--- src/cp0RegPkg.sv ---
package cp0RegPkg;

    // Widths with a meaning of their own
    typedef logic [4:0]  regAddrT;
    typedef logic [31:0] word32T;
    typedef logic [5:0]  intLinesT;   // Hardware interrupt lines
    typedef logic [7:0]  imaskT;
    typedef logic [4:0]  excCodeT;

    // Implemented register numbers at select 0
    localparam regAddrT addrBadVAddr = 5'd8;
    localparam regAddrT addrCount    = 5'd9;
    localparam regAddrT addrCompare  = 5'd11;
    localparam regAddrT addrStatus   = 5'd12;
    localparam regAddrT addrCause    = 5'd13;
    localparam regAddrT addrEpc      = 5'd14;

    localparam word32T countResetVal   = '0;
    localparam word32T compareResetVal = '1;   // Keeps the timer quiet after reset

    typedef struct packed {
        logic  bev;
        imaskT im;
        logic  exl;
        logic  ie;
    } statusFieldsT;

    typedef struct packed {
        logic     bd;
        logic     ti;
        intLinesT ip72;   // Bit 5 also carries the timer
        logic [1:0] ip10; // Software interrupts
        excCodeT  excCode;
    } causeFieldsT;

    // Move-to-coprocessor request from the memory stage
    typedef struct packed {
        logic    valid;
        regAddrT addr;
        word32T  data;
    } cp0WriteT;

    // One enable per writable register
    typedef struct packed {
        logic   count;
        logic   compare;
        logic   status;
        logic   cause;
        logic   epc;
        word32T data;
    } cp0StrobeT;

endpackage
--- src/trapPkg.sv ---
package trapPkg;

    import cp0RegPkg::*;

    typedef enum logic [3:0] {
        excInterrupt,
        excAddrFetch,    // Misaligned instruction fetch
        excAddrLoad,
        excAddrStore,
        excReserved,
        excSyscall,
        excBreak,
        excTrap,
        excOverflow,
        excEret
    } excTypeT;

    // ExcCode values written into Cause
    localparam excCodeT codeInt  = 5'd0;
    localparam excCodeT codeAdEL = 5'd4;
    localparam excCodeT codeAdES = 5'd5;
    localparam excCodeT codeSys  = 5'd8;
    localparam excCodeT codeBp   = 5'd9;
    localparam excCodeT codeRi   = 5'd10;
    localparam excCodeT codeOv   = 5'd12;
    localparam excCodeT codeTr   = 5'd13;

    typedef struct packed {
        logic    valid;
        excTypeT excType;
        word32T  pc;
        logic    inDelaySlot;
        word32T  badAddr;   // Faulting data address
    } excReqT;

    // Decoded register updates for one exception request
    typedef struct packed {
        logic    enter;     // Any exception other than eret
        logic    eret;
        excCodeT code;
        logic    loadBadVAddr;
        word32T  badVAddr;
    } excActionT;

endpackage

--- src/cp0Top.sv ---
`timescale 1ns/1ps

module cp0Top import cp0RegPkg::*, trapPkg::*; (
    input  logic         clk,
    input  logic         reset,
    input  cp0WriteT     wrReq,
    input  excReqT       excReq,
    input  intLinesT     intLines,
    input  regAddrT      rdAddr,
    output word32T       rdData,
    output statusFieldsT status,
    output causeFieldsT  cause,
    output word32T       epc
);

    cp0StrobeT strobes;
    excActionT excAction;
    word32T    count;
    word32T    compare;
    word32T    badVAddr;
    logic      timerHit;

    cp0Decode i_cp0Decode (
        .wrReq     (wrReq),
        .excReq    (excReq),
        .strobes   (strobes),
        .excAction (excAction)
    );

    cp0Timer i_cp0Timer (
        .clk      (clk),
        .reset    (reset),
        .strobes  (strobes),
        .count    (count),
        .compare  (compare),
        .timerHit (timerHit)
    );

    cp0ExcState i_cp0ExcState (
        .clk       (clk),
        .reset     (reset),
        .strobes   (strobes),
        .excAction (excAction),
        .excReq    (excReq),
        .intLines  (intLines),
        .timerHit  (timerHit),
        .status    (status),
        .cause     (cause),
        .epc       (epc),
        .badVAddr  (badVAddr)
    );

    cp0ReadMux i_cp0ReadMux (
        .rdAddr   (rdAddr),
        .status   (status),
        .cause    (cause),
        .epc      (epc),
        .badVAddr (badVAddr),
        .count    (count),
        .compare  (compare),
        .rdData   (rdData)
    );

endmodule

--- src/cp0ReadMux.sv ---
`timescale 1ns/1ps

module cp0ReadMux import cp0RegPkg::*; (
    input  regAddrT      rdAddr,
    input  statusFieldsT status,
    input  causeFieldsT  cause,
    input  word32T       epc,
    input  word32T       badVAddr,
    input  word32T       count,
    input  word32T       compare,
    output word32T       rdData
);

    word32T statusWord;
    word32T causeWord;

    // Architectural bit positions
    assign statusWord = {9'b0, status.bev, 6'b0, status.im, 6'b0, status.exl, status.ie};
    assign causeWord  = {cause.bd, cause.ti, 14'b0, cause.ip72, cause.ip10,
                         1'b0, cause.excCode, 2'b0};

    always_comb begin
        case (rdAddr)
            addrBadVAddr: rdData = badVAddr;
            addrCount:    rdData = count;
            addrCompare:  rdData = compare;
            addrStatus:   rdData = statusWord;
            addrCause:    rdData = causeWord;
            addrEpc:      rdData = epc;
            default:      rdData = '0;   // Unimplemented
        endcase
    end

endmodule

--- src/cp0ExcState.sv ---
`timescale 1ns/1ps

module cp0ExcState import cp0RegPkg::*, trapPkg::*; (
    input  logic         clk,
    input  logic         reset,
    input  cp0StrobeT    strobes,
    input  excActionT    excAction,
    input  excReqT       excReq,
    input  intLinesT     intLines,
    input  logic         timerHit,
    output statusFieldsT status,
    output causeFieldsT  cause,
    output word32T       epc,
    output word32T       badVAddr
);

    logic   excActive;
    logic   firstLevel;   // Not already inside a handler
    word32T restartPc;

    assign excActive  = excAction.enter | excAction.eret;
    assign firstLevel = ~status.exl;
    assign restartPc  = excReq.inDelaySlot ? excReq.pc - 32'd4 : excReq.pc;

    always_ff @(posedge clk) begin
        if (reset) begin
            status.bev <= 1'b1;
            status.im  <= '0;
            status.exl <= 1'b0;
            status.ie  <= 1'b0;
        end else begin
            if (strobes.status) begin
                status.bev <= strobes.data[22];
                status.im  <= strobes.data[15:8];
                status.ie  <= strobes.data[0];
            end
            // Exceptions take EXL over a software write
            if (excAction.enter) begin
                status.exl <= 1'b1;
            end else if (excAction.eret) begin
                status.exl <= 1'b0;
            end else if (strobes.status) begin
                status.exl <= strobes.data[1];
            end
        end
    end

    always_ff @(posedge clk) begin
        if (reset) begin
            cause <= '0;
        end else begin
            if (excAction.enter && firstLevel) cause.bd <= excReq.inDelaySlot;
            if (excAction.enter) cause.excCode <= excAction.code;

            if (strobes.compare) begin
                cause.ti <= 1'b0;   // Acknowledges the timer
            end else if (timerHit) begin
                cause.ti <= 1'b1;
            end

            cause.ip72 <= intLines | {timerHit, 5'b0};   // Timer shares IP7
            if (strobes.cause) cause.ip10 <= strobes.data[9:8];
        end
    end

    always_ff @(posedge clk) begin
        if (reset) begin
            epc <= '0;
        end else if (excActive) begin
            if (excAction.enter && firstLevel) epc <= restartPc;
        end else if (strobes.epc) begin
            epc <= strobes.data;
        end
    end

    always_ff @(posedge clk) begin
        if (reset) begin
            badVAddr <= '0;
        end else if (excAction.loadBadVAddr) begin
            badVAddr <= excAction.badVAddr;
        end
    end

endmodule

--- src/cp0Timer.sv ---
`timescale 1ns/1ps

module cp0Timer import cp0RegPkg::*; (
    input  logic      clk,
    input  logic      reset,
    input  cp0StrobeT strobes,
    output word32T    count,
    output word32T    compare,
    output logic      timerHit
);

    logic phase;   // Count advances when this is set

    always_ff @(posedge clk) begin
        if (reset) begin
            phase <= 1'b0;
        end else if (strobes.count) begin
            phase <= 1'b0;
        end else begin
            phase <= ~phase;
        end
    end

    // Half-rate counter
    always_ff @(posedge clk) begin
        if (reset) begin
            count <= countResetVal;
        end else if (strobes.count) begin
            count <= strobes.data;
        end else if (phase) begin
            count <= count + 32'd1;
        end
    end

    always_ff @(posedge clk) begin
        if (reset) begin
            compare <= compareResetVal;
        end else if (strobes.compare) begin
            compare <= strobes.data;
        end
    end

    // Stays high for as long as the values match
    assign timerHit = (count == compare);

endmodule

--- src/cp0Decode.sv ---
`timescale 1ns/1ps

module cp0Decode import cp0RegPkg::*, trapPkg::*; (
    input  cp0WriteT  wrReq,
    input  excReqT    excReq,
    output cp0StrobeT strobes,
    output excActionT excAction
);

    // BadVAddr gets no strobe
    always_comb begin
        strobes.count   = wrReq.valid && (wrReq.addr == addrCount);
        strobes.compare = wrReq.valid && (wrReq.addr == addrCompare);
        strobes.status  = wrReq.valid && (wrReq.addr == addrStatus);
        strobes.cause   = wrReq.valid && (wrReq.addr == addrCause);
        strobes.epc     = wrReq.valid && (wrReq.addr == addrEpc);
        strobes.data    = wrReq.data;
    end

    always_comb begin
        excAction.enter        = excReq.valid && (excReq.excType != excEret);
        excAction.eret         = excReq.valid && (excReq.excType == excEret);
        excAction.loadBadVAddr = 1'b0;
        excAction.badVAddr     = excReq.badAddr;

        case (excReq.excType)
            excInterrupt: excAction.code = codeInt;
            excAddrFetch: excAction.code = codeAdEL;
            excAddrLoad:  excAction.code = codeAdEL;
            excAddrStore: excAction.code = codeAdES;
            excReserved:  excAction.code = codeRi;
            excSyscall:   excAction.code = codeSys;
            excBreak:     excAction.code = codeBp;
            excTrap:      excAction.code = codeTr;
            excOverflow:  excAction.code = codeOv;
            default:      excAction.code = codeInt;   // Not used by eret
        endcase

        // Address errors also capture the faulting address
        case (excReq.excType)
            excAddrFetch: begin
                excAction.loadBadVAddr = excReq.valid;
                excAction.badVAddr     = excReq.pc;
            end
            excAddrLoad, excAddrStore: begin
                excAction.loadBadVAddr = excReq.valid;
            end
            default: begin
                excAction.loadBadVAddr = 1'b0;
            end
        endcase
    end

endmodule

--- config.mk ---
export PLATFORM = sky130hd
export DESIGN_NAME = cp0Top
export DESIGN_NICKNAME = d
export VERILOG_FILES = /design/src/cp0RegPkg.sv /design/src/trapPkg.sv /design/src/cp0Top.sv /design/src/cp0ReadMux.sv /design/src/cp0ExcState.sv /design/src/cp0Timer.sv /design/src/cp0Decode.sv
export SDC_FILE = /design/constraint.sdc
export NUM_CORES = 1
export LEC_CHECK = 0
export ABC_AREA = 1
export ABC_CLOCK_PERIOD_IN_PS = 2000
export BUFFER_PORTS_ARGS = -buffer_cell sky130_fd_sc_hd__clkbuf_2
export CORE_UTILIZATION = 55
export DETAILED_ROUTE_END_ITERATION = 8
export HOLD_SLACK_MARGIN = 0.03
export PLACE_DENSITY = 0.82
export SETUP_SLACK_MARGIN = 0.2
export SLEW_MARGIN = 40
export SYNTH_ARGS = -nofsm -noshare
export SYNTH_HDL_FRONTEND = slang
export SYNTH_SLANG_ARGS = --single-unit
--- constraint.sdc ---
create_clock -name clk -period 2 [get_ports clk]
set_input_delay 0.4 -clock clk [delete_from_list [all_inputs] [get_ports clk]]
set_output_delay 0.4 -clock clk [all_outputs]
set_load 0.02 [all_outputs]
* After elaboration in Yosys (flattened, before gate mapping)
Memory sizes are Yosys's and may differ from the RTL's. A register that Yosys moved wholly into a read port is not among the register bits.
Index checks and enable logic that the tools add are counted.
** Cells by class
- Multipliers :: 0
- Reductions and logical operators :: 15
- Order comparisons :: 0
- Shift operators :: 0
- Muxes and demuxes :: 12
- Div/mod/pow operators :: 0
- Bitwise logic cells :: 4
- Equal/unequal tests :: 18
- Add/subtract/negate cells :: 2
** Operators by type and width (count)
- 2-to-1 mux 32 bit :: 7
- case mux 32 bit (6 select lines) :: 1
- == test 5 x 4 -> 1 bit, second input constant :: 11
- adder 32 x 1 -> 32 bit, second input constant :: 1
- == test 32 bit :: 1
- subtractor 32 x 3 -> 32 bit, second input constant :: 1
- == test 4 x 2 -> 1 bit, second input constant :: 2
- logical AND 1 bit :: 8
- OR 6 bit :: 1
- == test 4 x 1 -> 1 bit, second input constant :: 1
- == test 4 bit, second input constant :: 1
- 2-to-1 mux 1 bit :: 4
- inequality test 4 bit, second input constant :: 1
- nonzero test 2 bit :: 2
- OR reduction 2 bit :: 2
- nonzero test 3 bit :: 1
- OR reduction 3 bit :: 1
- inequality test 2 bit, second input constant :: 1
- inverter 1 bit :: 2
- AND reduction 2 bit :: 1
- OR 1 bit :: 1
** Word-level totals
- Bits in writable memories :: 0
- Word-level logic and storage cells :: 66
- Output and inout port bits :: 90
- Memories :: 1
- Flip-flop bits (word level) :: 155
- ROM bits :: 64
- Bits in latches :: 0
** Memories
- (no name shown) :: depth 16, width 4, read ports 1, clocked after memory_dff 1, wr ports 0, RTL line cp0Decode.sv:26 : case (excReq.excType)

* Logic depth before layout (Yosys ltp)
Gate-level depths: netlist of run 1.
- Word-level depth :: 5
- Depth in mapped cells :: 12
- Gate-level depth less buffers :: 12

* Hierarchy
A second synthesis of run 1 with hierarchy kept.
** Unflattened totals
- Cell total of the unflattened synthesis :: 1672
- Area, all modules :: 10237.3 um2
** Modules (own cells, without submodules)
- cp0ExcState :: area each 4355.4 um2, cells each 636, sequential area each 1801.7 um2, times used 1
- cp0Timer :: area each 3629.7 um2, cells each 533, sequential area each 1301.2 um2, times used 1
- cp0ReadMux :: area each 1347.5 um2, cells each 325, sequential area each 0.0 um2, times used 1
- cp0Decode :: area each 904.6 um2, cells each 178, sequential area each 0.0 um2, times used 1

* Worst setup path after synthesis of run 1
Ideal clock, no wire load.
- Path type :: input to output
- Start :: input port rdAddr[3]
- End :: output port rdData[0]
- Path buffers :: 1
- Arrival :: 1.635 ns
- Required time :: 1.600 ns
- Path slack :: -0.035 ns
- Cell stages on the path :: 7
- Cell sequence :: inv_1 nor2_1 inv_1 nor2_2 inv_1 clkbuf_1 o2111ai_1
** Between the ends
- Cells in the longest elaborated chain, start to end :: 2
- Elaborated cells on any way between the ends :: 7
** RTL lines
- start: declaration :: RTL line cp0Top.sv:9 : input regAddrT rdAddr,
- == test 5 x 4 -> 1 bit :: RTL line cp0ReadMux.sv:23 : case (rdAddr)
- case mux 32 bit (6 select lines) * :: RTL line cp0ReadMux.sv:23
- end: declaration :: RTL line cp0Top.sv:10 : output word32T rdData,
Mark *: on every way between the ends. The rest lies on a longest branch, timed or not.

* Final worst setup path of run 1
- Start :: input port rdAddr[2]
- End :: output port rdData[19]
Same word-level chain as after synthesis.

==> summary.txt, run 1 <==
run status - complete, but fails checks
failing checks - negative setup slack
Total GRT Usage - 43.3%
Detailed Routing Iterations Pass 1 - 7
Die X-Extent - 131 um
final setup fails - 1
# nets final - 1709
worst path cell trace - buf_8 > nor2_4 > nand4_1 > inv_2 > buf_12 > buf_6 > a22oi_2 > o211ai_1 > buf_4
routed wl met3 - 4590 um
count of antenna-violating nets left after detailed routing - 0
clock skew after layout - 0.0110 ns
final critical-path setup slack - -0.00661 ns
total global routing overflow - 0
Hold Path Class - input pin to flip-flop
cell type with the largest total area after synthesis - sky130_fd_sc_hd__dfxtp_1
Synth warnings - 0
starting density of the core - 56.9%
Synth Area in Adders - 0.274%
Routed wire per std cell - 20.6 um
Min Hold Slack - 0.162 ns
Seq/Total Area, Yosys - 33.8%
RePlAce Congestion - 1.08
final hold violation count - 0
launching point of the worst reg2reg path - i_cp0Timer.count[1]$_SDFFE_PP0P_
final WL - 37300 um
fraction of final layout cells with drive strength greater than 1 - 28.1%
Sinks on Clock Net - 154
Met1 Routed Length - 15200 um
total power consumption of the routed design - 8.47 mW
cell leakage power - 5.41 nW
startpoint-to-endpoint class of the critical path - input pin to output pin
Clk pin slew, worst setup/hold paths - 0.06 ns
area inside the core boundary - 16100 sq um
DIE HEIGHT - 131 um
initial antenna violation count - 0
latest clock arrival within the worst-skew pair - 0.44 ns
simple-gate share of the synthesized area - 26.5%
cell area after technology mapping - 9130 sq um
drt via density - 6.11
FF-to-FF End - i_cp0Timer.count[16]$_SDFFE_PP0P_
Net Count, Synth - 1485
worst slack at placement - -0.169 ns
number of cell rows - 46
relative area change from synthesis to final layout - 33.1%
share of cell area taken by muxes after synthesis - 0%
Worst setup EP type - output pin
arrival time at the worst endpoint - 1.61 ns
Max IR drop VDD - 0.648 mV
final worst-path cycle share - 100%
final cell area excluding filler cells - 12100 sq um
TritonCTS clock tree - done
Remaining DRCs - 0
number of placed I/O pins - 211
Fmax achieved - 498 MHz
hold wc startpoint - intLines[1]
largest buffer count on any clock path - 2
Worst Setup Start Kind - input pin
number of synthesized register bits - 154
cells taking the most area after synthesis - sky130_fd_sc_hd__dfxtp_1, sky130_fd_sc_hd__nand2_1, sky130_fd_sc_hd__inv_1, sky130_fd_sc_hd__a21oi_1, sky130_fd_sc_hd__o21ai_0
WHS Endpoint - i_cp0ExcState.cause[8]$_SDFF_PP0_
count of buffers from port buffering - 209
worst hold path cell count - 3
ratio of total power to cell area - 697 nW/um^2
register-to-register path setup slack - 0.24 ns
maximum net fanout on the critical path - 13
pin count of the biggest net entering global routing - 69
Critical Path Max Stage Delay - 0.20 ns
Rel. slew slack - 63.8%
setup repair after global routing missed its margin - true
via total after detailed routing - 11.1k
violation count after the first detailed-route iteration - 1586
Worst Max-Slew Pin Slew - 0.542 ns
die footprint - 17100 sq um
highest routed layer - met4
level count of the clock H-tree - 4
required time at the worst-slack endpoint - 1.60 ns
Unique masters post-synth - 47
Crit. Startpoint - rdAddr[2]
Final Critical Period - 2.01 ns
Mean Syn Cell Area - 6.70 sq um
number of global-route vias before repair - 9837
max-capacitance violation count - 0
xor/xnor cell area share of the yosys netlist - 5.85%
Yosys top cell area share - 33.8%
placed wire-length estimate - 27100 um
cell count after synthesis - 1362
CTS buffer count - 17
length of routed met2 wiring - 16000 um
post-detailed-placement cell area - 10700 sq um
area fraction in compound gates after synthesis - 23.3%
wire length of the first global-routing pass - 55100 um
Worst Reg-to-Reg Cells - 9
count of final max-slew check failures - 0
number of antenna cells inserted - 0
slowest cell on the critical path - sky130_fd_sc_hd__buf_4
cell at the root of the clock tree - sky130_fd_sc_hd__clkbuf_16
dominant combinational cell family by area after synthesis - simple AND/OR/NAND/NOR gates
==> metrics by stage <==
step                cells  setup TNS (ns)  utilization [%]
CTS                  1805               0             73.4
detailed placement   1770           -2.55             66.4
global placement     1770           -1.27             66.4
floorplan            1362               0                -
global route         1813          -0.355             75.7
finish               1813        -0.00661             75.7
==> power breakdown <==
group	leakage, nW	switching, mW	internal (mW)
Sequential	1.26	0.152	3.19
Combinational	3.81	0.773	0.416
Clock	0.336	1.36	2.58
==> flip-flops by register name, summed over array words and instances (netlist names) <==
register	flops
i_cp0ExcState.epc	32
i_cp0ExcState.cause	14
i_cp0ExcState.badVAddr	32
i_cp0ExcState.status	11
i_cp0Timer.count	32
i_cp0Timer.phase	1
i_cp0Timer.compare	32
==> worst max path at each step <==
stage | endpoint
floorplan | rdData[16]
global placement | rdData[30]
detailed placement | rdData[30]
CTS | rdData[19]
global route | rdData[19]
finish | rdData[19]
==> cells in the mapped netlist (all sizes together) <==
cell,count
nor3,24
a31oi,43
nand4,18
nand3b,1
xor2,46
o211ai,44
inv,153
a22oi,30
o221ai,2
nand2,325
nor2,132
nand3,59
nor3b,1
buf,23
and2,2
o21ai,92
conb,1
nor4,3
ha,2
dfxtp,154
clkinv,1
o22ai,19
a311oi,1
xnor2,15
a21oi,98
clkbuf,54
o2111ai,7
o31ai,1
a221oi,11
==> worst max-delay path, delay by kind of cell <==
kind | cells | cell delay (ns)
AND/OR/NAND/NOR | 2 | 0.27
buffers and inverters | 5 | 0.73
AO/OA/AOI/OAI | 2 | 0.19
==> what timing repair did <==
action / 4_1_cts / 5_1_grt
endpoints found under the hold margin: 0 / 0
endpoints found under the setup margin: 40 / 73
hold buffers: 0 / 0
pin swaps: 18 / 30
gates resized for setup: 88 / 114
buffers inserted: 3 / 7
cloned: 2 / 1
==> metal layers <==
| layer | vias up | GRT usage [%] |
|---|---|---|
| li1 | 5015 | - |
| met1 | 5098 | 60.4 |
| met2 | 809 | 64.4 |
| met3 | 147 | 8.88 |
| met4 | 0 | 18.6 |
| met5 | - | 0 |
==> cell families (layout without fill, tap and decap cells) <==
family,count (synthesis),count (layout)
simple gates,565,565
compound gates,348,348
buf+inv,231,466
flops,154,154
xor+xnor,61,61
fa+ha+maj,2,2
other cells,1,1
==> cell type report <==
| type | instances | area [sq um] |
|---|---|---|
| inverters | 154 | 606 |
| clock inverters | 12 | 270 |
| flip-flops and latches | 154 | 3100 |
| repair buffers | 282 | 1950 |
| fillers | 1253 | 3910 |
| clock buffers | 18 | 429 |
| well taps | 216 | 270 |
| multi-input cells | 977 | 5520 |
==> layout by cell type, fill, tap and decap left out, types with 18 or more instances in the layout <==
master                     Yosys  final
sky130_fd_sc_hd__nor2_1      120    108
sky130_fd_sc_hd__inv_1       144    131
sky130_fd_sc_hd__nor3_1       22     18
sky130_fd_sc_hd__a22oi_2       0     25
sky130_fd_sc_hd__o22ai_1      19     18
sky130_fd_sc_hd__o21ai_0      91     91
sky130_fd_sc_hd__a31oi_1      42     42
sky130_fd_sc_hd__dfxtp_1     154    142
sky130_fd_sc_hd__nand2_1     321    314
sky130_fd_sc_hd__o211ai_1     44     44
sky130_fd_sc_hd__xor2_1       46     46
sky130_fd_sc_hd__nand4_1      18     18
sky130_fd_sc_hd__buf_4         4     73
sky130_fd_sc_hd__a21oi_1      92     89
sky130_fd_sc_hd__nand3_1      56     50
sky130_fd_sc_hd__clkbuf_2      6    172
Power figures use the tool's default switching activity.
==> run 2: changes to the inputs <==
--- a/config.mk
+++ b/config.mk
@@ -8,6 +8,7 @@
 export ABC_AREA = 1
 export ABC_CLOCK_PERIOD_IN_PS = 2000
 export BUFFER_PORTS_ARGS = -buffer_cell sky130_fd_sc_hd__clkbuf_2
+export CAP_MARGIN = 25
 export CORE_UTILIZATION = 55
 export DETAILED_ROUTE_END_ITERATION = 8
 export HOLD_SLACK_MARGIN = 0.03
==> constraint.sdc (replaced) <==
create_clock -name clk -period 2 [get_ports clk]
set_input_delay 0.2 -clock clk [delete_from_list [all_inputs] [get_ports clk]]
set_output_delay 0.2 -clock clk [all_outputs]
set_load 0.05 [all_outputs]
==> run 2 against run 1 <==
Critical endpoint is now rdData[12]. Sequential power hardly changed. Critical path type is now flip-flop to output pin. Clock power is 3% lower. Final cell count is 0.22% lower. Fmax is 9.2% higher. The run now ends clean. Sequential share of layout area is 0.079 points lower.
==> summary.txt, run 2 (synthesis gave the netlist of run 1 again) <==
drt via density - 6.07
area inside the core boundary - 16100 sq um
worst slack at placement - 0.0835 ns
hold wc startpoint - intLines[5]
Worst setup EP type - output pin
sequential cell area in the final layout - 3100 sq um
arrival time at the worst endpoint - 1.64 ns
final WL - 37600 um
level count of the clock H-tree - 4
dominant delay contributor by cell family on the critical path - flip-flops
Crit. Startpoint - i_cp0Timer.count[12]$_SDFFE_PP0P_
combinational power share - 16.6%
# fillers - 1236
cell at the root of the clock tree - sky130_fd_sc_hd__clkbuf_16
register-to-register path setup slack - 0.24 ns
wire length of the first global-routing pass - 55800 um
WHS Endpoint - i_cp0ExcState.cause[12]$_SDFF_PP0_
number of antenna cells inserted - 0
post-detailed-placement cell area - 10900 sq um
slowest cell on the critical path - sky130_fd_sc_hd__dfxtp_1
starting density of the core - 56.9%
CTS buffer count - 17
area of the multi-input gates - 5320 sq um
final critical-path setup slack - 0.162 ns
pin count of the biggest net entering global routing - 65
initial antenna violation count - 0
run status - complete, no violations
Rel. slew slack - 52.8%
relative area change from synthesis to final layout - 33.6%
worst hold path cell count - 3
via total after detailed routing - 11.0k
setup repair after global routing missed its margin - true
final core occ - 75.9%
number of cell rows - 46
number of global-route vias before repair - 9915
clock skew after layout - 0.0102 ns
latest clock arrival within the worst-skew pair - 0.44 ns
count of antenna-violating nets left after detailed routing - 0
final worst-path cycle share - 91.9%
placed insts - 1744
Max IR drop VDD - 0.624 mV
# nets final - 1705
required time at the worst-slack endpoint - 1.80 ns
Clk pin slew, worst setup/hold paths - 0.06 ns
most common library cell in the layout ignoring fill and taps - sky130_fd_sc_hd__nand2_1
final setup fails - 0
total global routing overflow - 0
Routed wire per std cell - 20.8 um
Layout Cells excl Fill - 1809
fraction of final layout cells with drive strength greater than 1 - 23.7%
Psw - 2.45 mW
final cell area excluding filler cells - 12200 sq um
ratio of total power to cell area - 704 nW/um^2
maximum net fanout on the critical path - 5
violation count after the first detailed-route iteration - 1548
largest buffer count on any clock path - 2
count of final max-slew check failures - 0
TritonCTS clock tree - done
Detailed Routing Iterations Pass 1 - 8
total power consumption of the routed design - 8.58 mW
Min Hold Slack - 0.0327 ns
Total Negative Setup Slacks - 0 ns
Worst Setup Start Kind - flip-flop
placed wire-length estimate - 27700 um
die footprint - 17100 sq um
commonest non-fill, non-tap cells in the layout - sky130_fd_sc_hd__nand2_1, sky130_fd_sc_hd__clkbuf_2, sky130_fd_sc_hd__dfxtp_1
Final Critical Period - 1.84 ns
launching point of the worst reg2reg path - i_cp0Timer.count[22]$_SDFFE_PP0P_
FF-to-FF End - i_cp0Timer.count[24]$_SDFFE_PP0P_
startpoint-to-endpoint class of the critical path - flip-flop to output pin
Critical Path Max Stage Delay - 0.46 ns
Sinks on Clock Net - 154
worst path cell trace - inv_1 > o211ai_1 > clkbuf_16
Flop pwr share - 38.7%
Total GRT Usage - 43.8%
Worst Max-Slew Pin Slew - 0.708 ns
clock network fraction of design power - 44.7%
Remaining DRCs - 0
RePlAce Congestion - 0.993
Worst Reg-to-Reg Cells - 7
cell leakage power - 5.38 nW
Fmax achieved - 544 MHz
sum of buffers and inverters on the critical path - 2
switching share of power - 28.6%
number of placed I/O pins - 211
Hold Path Class - input pin to flip-flop
Die X-Extent - 131 um
final hold violation count - 0
count of buffers from port buffering - 209
DIE HEIGHT - 131 um
max-capacitance violation count - 0
Pint - 6.13 mW
run 2: cell count changes in the layout (fill, tap and decap cells not counted), moves of 6 or more:
cell                            previous run  this run
sky130_fd_sc_hd__buf_4                    73        32
sky130_fd_sc_hd__buf_12                    8        38
sky130_fd_sc_hd__dlygate4sd3_1             0        29
sky130_fd_sc_hd__buf_8                     6         0
sky130_fd_sc_hd__a22oi_2                  25         3
sky130_fd_sc_hd__buf_6                    13         0
sky130_fd_sc_hd__a22oi_1                   5        27
run 2: repair_timing:
item,in CTS,in global routing
buffers inserted,3,3
gates resized for setup,17,49
endpoints found under the setup margin,18,47
hold endpoints to repair,29,0
pin swaps,6,12
hold buffers,29,0
run 2: area by class of cell:
| class | instances | share of cell area (%) |
|---|---|---|
| clock buffers | 19 | 3.63 |
| multi-input cells | 977 | 43.6 |
| inverters | 154 | 4.86 |
| flip-flops and latches | 154 | 25.4 |
| clock inverters | 11 | 1.99 |
| well taps | 216 | 2.22 |
| repair buffers | 278 | 18.3 |
run 2: worst reg2reg max path: stages, from the launching register on:
cell	delay (ns)
sky130_fd_sc_hd__dfxtp_1	0.40
sky130_fd_sc_hd__inv_1	0.20
sky130_fd_sc_hd__nor3_2	0.30
sky130_fd_sc_hd__nand4_1	0.15
sky130_fd_sc_hd__nor2_1	0.26
sky130_fd_sc_hd__xor2_1	0.18
sky130_fd_sc_hd__nand2_1	0.07
sky130_fd_sc_hd__a21oi_1	0.13
run 2: how the worst max path moves through the flow:
stage / cells after the start / end
6_report: 3 / rdData[12]
3_5_place_dp: 12 / i_cp0ExcState.epc[30]$_SDFFE_PP0P_
4_1_cts: 5 / rdData[8]
3_3_place_gp: 12 / i_cp0ExcState.epc[28]$_SDFFE_PP0P_
5_1_grt: 3 / rdData[12]
2_1_floorplan: 7 / rdData[0]
run 2: layer usage:
layer	part of all wire, %	vias to the layer above	track usage (%)
met2	44	833	67.1
met4	3.4	0	15.3
met5	0	-	0
met1	40	5018	60.7
met3	13	117	9.24
li1	-	5010	-
run 2: power groups by stage:
stage | combinational [mW] | sequential, mW | clock [mW]
finish | 1.43 | 3.32 | 3.84
detailed placement | 1.32 | 3.37 | 0
global placement | 1.31 | 3.37 | 0
global route | 1.51 | 3.32 | 3.95
floorplan | 0.577 | 3.56 | 0
CTS | 1.38 | 3.31 | 3.82
==> run 3: changes to the inputs <==
--- a/config.mk
+++ b/config.mk
@@ -9,7 +9,7 @@
 export ABC_CLOCK_PERIOD_IN_PS = 2000
 export BUFFER_PORTS_ARGS = -buffer_cell sky130_fd_sc_hd__clkbuf_2
 export CAP_MARGIN = 25
-export CORE_UTILIZATION = 55
+export CORE_UTILIZATION = 56
 export DETAILED_ROUTE_END_ITERATION = 8
 export HOLD_SLACK_MARGIN = 0.03
 export PLACE_DENSITY = 0.82
@@ -17,4 +17,5 @@
 export SLEW_MARGIN = 40
 export SYNTH_ARGS = -nofsm -noshare
 export SYNTH_HDL_FRONTEND = slang
+export SYNTH_HIERARCHICAL = 1
 export SYNTH_SLANG_ARGS = --single-unit
==> run 3 against run 2 <==
Global-route usage shrank 4.1 points. Sequential cell count grew 1. Clock power shrank 4%. First-iteration DRC count shrank 14%. Via count grew 7.6%. Hold slack gained 0.015 ns. Fmax grew 7.6%. Clock skew shrank 0.0028 ns. Critical path type is now input pin to output pin. Sequential share of layout area shrank 0.34 points. Highest routed layer unchanged. Die area grew 10%. Largest cell class unchanged.
==> summary.txt, run 3 <==
run status - complete, no violations
area inside the core boundary - 18000 sq um
number of placed I/O pins - 211
Sinks on Clock Net - 155
Remaining DRCs - 0
arrival time at the worst endpoint - 1.51 ns
cells taking the most area after synthesis - sky130_fd_sc_hd__dfxtp_1, sky130_fd_sc_hd__nand2_1, sky130_fd_sc_hd__nor2_1, sky130_fd_sc_hd__nand3_1, sky130_fd_sc_hd__inv_1
relative area change from synthesis to final layout - 21.1%
Fmax achieved - 585 MHz
share of async-settable or async-resettable flops after synthesis - 0%
cell leakage power - 5.80 nW
final worst-path cycle share - 85.4%
CTS buffer count - 17
max-capacitance violation count - 0
level count of the clock H-tree - 4
# nets final - 1954
via total after detailed routing - 11.8k
placed wire-length estimate - 28100 um
area of the multi-input gates - 6030 sq um
Crit. Startpoint - rdAddr[1]
most common library cell in the layout ignoring fill and taps - sky130_fd_sc_hd__nand2_1
drt via density - 5.70
setup repair after global routing missed its margin - false
# fillers - 1592
Layout Cells excl Fill - 2072
Min Hold Slack - 0.0479 ns
RePlAce Congestion - 1.00
commonest non-fill, non-tap cells in the layout - sky130_fd_sc_hd__nand2_1, sky130_fd_sc_hd__nor2_1, sky130_fd_sc_hd__clkbuf_2
cell count after synthesis - 1672
initial antenna violation count - 0
length of routed met2 wiring - 16100 um
Worst Max-Slew Pin Slew - 0.821 ns
Detailed Routing Iterations Pass 1 - 8
register-to-register path setup slack - 0.30 ns
largest buffer count on any clock path - 2
post-detailed-placement cell area - 11700 sq um
Seq/Total Area, Yosys - 30.3%
count of final max-slew check failures - 0
final cell area excluding filler cells - 12400 sq um
cell type with the largest total area after synthesis - sky130_fd_sc_hd__dfxtp_1
final setup fails - 0
FF-to-FF End - i_cp0Timer/count[27]$_SDFFE_PP0P_
cell with the most instances after synthesis - sky130_fd_sc_hd__nand2_1
most instantiated flip-flop cell in the synthesis netlist - sky130_fd_sc_hd__dfxtp_1
EDFF count, synth - 0
pin count of the biggest net entering global routing - 58
cell area after technology mapping - 10200 sq um
Unique masters post-synth - 36
Clk pin slew, worst setup/hold paths - 0.06 ns
Hold Path Class - input pin to flip-flop
ratio of total power to cell area - 684 nW/um^2
Met1 Routed Length - 15800 um
number of synthesized register bits - 155
placed insts - 2035
maximum net fanout on the critical path - 10
Worst Reg-to-Reg Cells - 8
commonest cells in the synthesized netlist - sky130_fd_sc_hd__nand2_1, sky130_fd_sc_hd__nor2_1, sky130_fd_sc_hd__nand3_1, sky130_fd_sc_hd__dfxtp_1, sky130_fd_sc_hd__inv_1
total global routing overflow - 0
violation count after the first detailed-route iteration - 1332
count of buffers from port buffering - 210
number of global-route vias before repair - 10.2k
worst hold path cell count - 3
Mean Syn Cell Area - 6.12 sq um
wire length of the first global-routing pass - 56200 um
worst slack at placement - 0.154 ns
required time at the worst-slack endpoint - 1.80 ns
DIE HEIGHT - 137 um
count of antenna-violating nets left after detailed routing - 0
Max IR drop VDD - 0.895 mV
launching point of the worst reg2reg path - i_cp0Timer/count[16]$_SDFFE_PP0P_
Rel. slew slack - 45.2%
number of cell rows - 49
latest clock arrival within the worst-skew pair - 0.43 ns
final critical-path setup slack - 0.291 ns
die footprint - 18800 sq um
Yosys top cell area share - 30.3%
Total GRT Usage - 39.7%
Routed wire per std cell - 18.0 um
TritonCTS clock tree - done
Final Critical Period - 1.71 ns
Die X-Extent - 137 um
hold wc startpoint - wrReq[27]
total power consumption of the routed design - 8.48 mW
cell at the root of the clock tree - sky130_fd_sc_hd__clkbuf_16
clock skew after layout - 0.00742 ns
Worst Setup Start Kind - input pin
Net Count, Synth - 1795
sequential cell area in the final layout - 3110 sq um
WHS Endpoint - i_cp0Timer/compare[27]$_SDFFE_PP1P_
starting density of the core - 57.0%
total setup buffers inserted after CTS - 0
fraction of final layout cells with drive strength greater than 1 - 19.2%
final WL - 37400 um
final hold violation count - 0
Total Negative Setup Slacks - 0 ns
startpoint-to-endpoint class of the critical path - input pin to output pin
number of antenna cells inserted - 0
Synth warnings - 6
highest routed layer - met4
routed wl met3 - 4090 um
final core occ - 69.0%
Worst setup EP type - output pin
## run 3: changes by cell type after synthesis, sizes merged, moves of 17 or more
cell	previous run	this run
buf	23	70
inv	153	132
a31oi	43	7
nand3	59	184
clkbuf	54	37
o211ai	44	2
o22ai	19	0
nand2	325	488
xor2	46	12
nor2	132	312
## run 3: power breakdown
| group | switching (mW) | internal [mW] |
|---|---|---|
| logic | 1.02 | 0.433 |
| registers | 0.136 | 3.21 |
| clock network | 1.35 | 2.33 |
| total | 2.51 | 5.97 |
## run 3: metal layers
metal	up-vias	GRT usage, %
met3	105	8.17
li1	5631	-
met5	-	0
met4	0	17.5
met1	5376	56.1
met2	702	57.8
## run 3: logic make-up after synthesis
family | share of synthesized area, %
buf+inv | 11.1
xor+xnor | 3.59
simple gates | 43.8
other cells | 0.0366
flops | 30.3
compound gates | 11.0
fa+ha+maj | 0.244
## run 3: critical path, cell delays in order
cell                       delay, ns
sky130_fd_sc_hd__clkbuf_2       0.09
sky130_fd_sc_hd__inv_1          0.10
sky130_fd_sc_hd__nand2_1        0.11
sky130_fd_sc_hd__nor2_1         0.21
sky130_fd_sc_hd__buf_4          0.22
sky130_fd_sc_hd__nand2_1        0.11
sky130_fd_sc_hd__nand2_1        0.10
sky130_fd_sc_hd__nor2_1         0.04
sky130_fd_sc_hd__nand2_1        0.14
sky130_fd_sc_hd__buf_12         0.16
## run 3: area by class of cell
cell class | instances | share of cell area [%]
Clock buffer | 18 | 3.46
Clock inverter | 13 | 1.81
Inverter | 133 | 4.05
Multi-Input combinational cell | 1277 | 48.7
Sequential cell | 155 | 25.1
Tap cell | 229 | 2.31
Timing Repair Buffer | 247 | 14.6
## run 3: what timing repair did
item / 4_1_cts / 5_1_grt
hold buffers: 6 / 0
resized for setup: 0 / 10
endpoints found under the setup margin: 0 / 13
endpoints found under the hold margin: 6 / 0
## run 3: worst max-delay path by stage
stage / end / slack, ns
finish: rdData[22] / 0.29
global route: i_cp0Timer/count[27]$_SDFFE_PP0P_ / 0.20
detailed placement: i_cp0Timer/count[26]$_SDFFE_PP0P_ / 0.15
CTS: rdData[10] / 0.22
floorplan: i_cp0ExcState/epc[23]$_SDFFE_PP0P_ / 0.30
global placement: i_cp0Timer/count[21]$_SDFFE_PP0P_ / 0.14
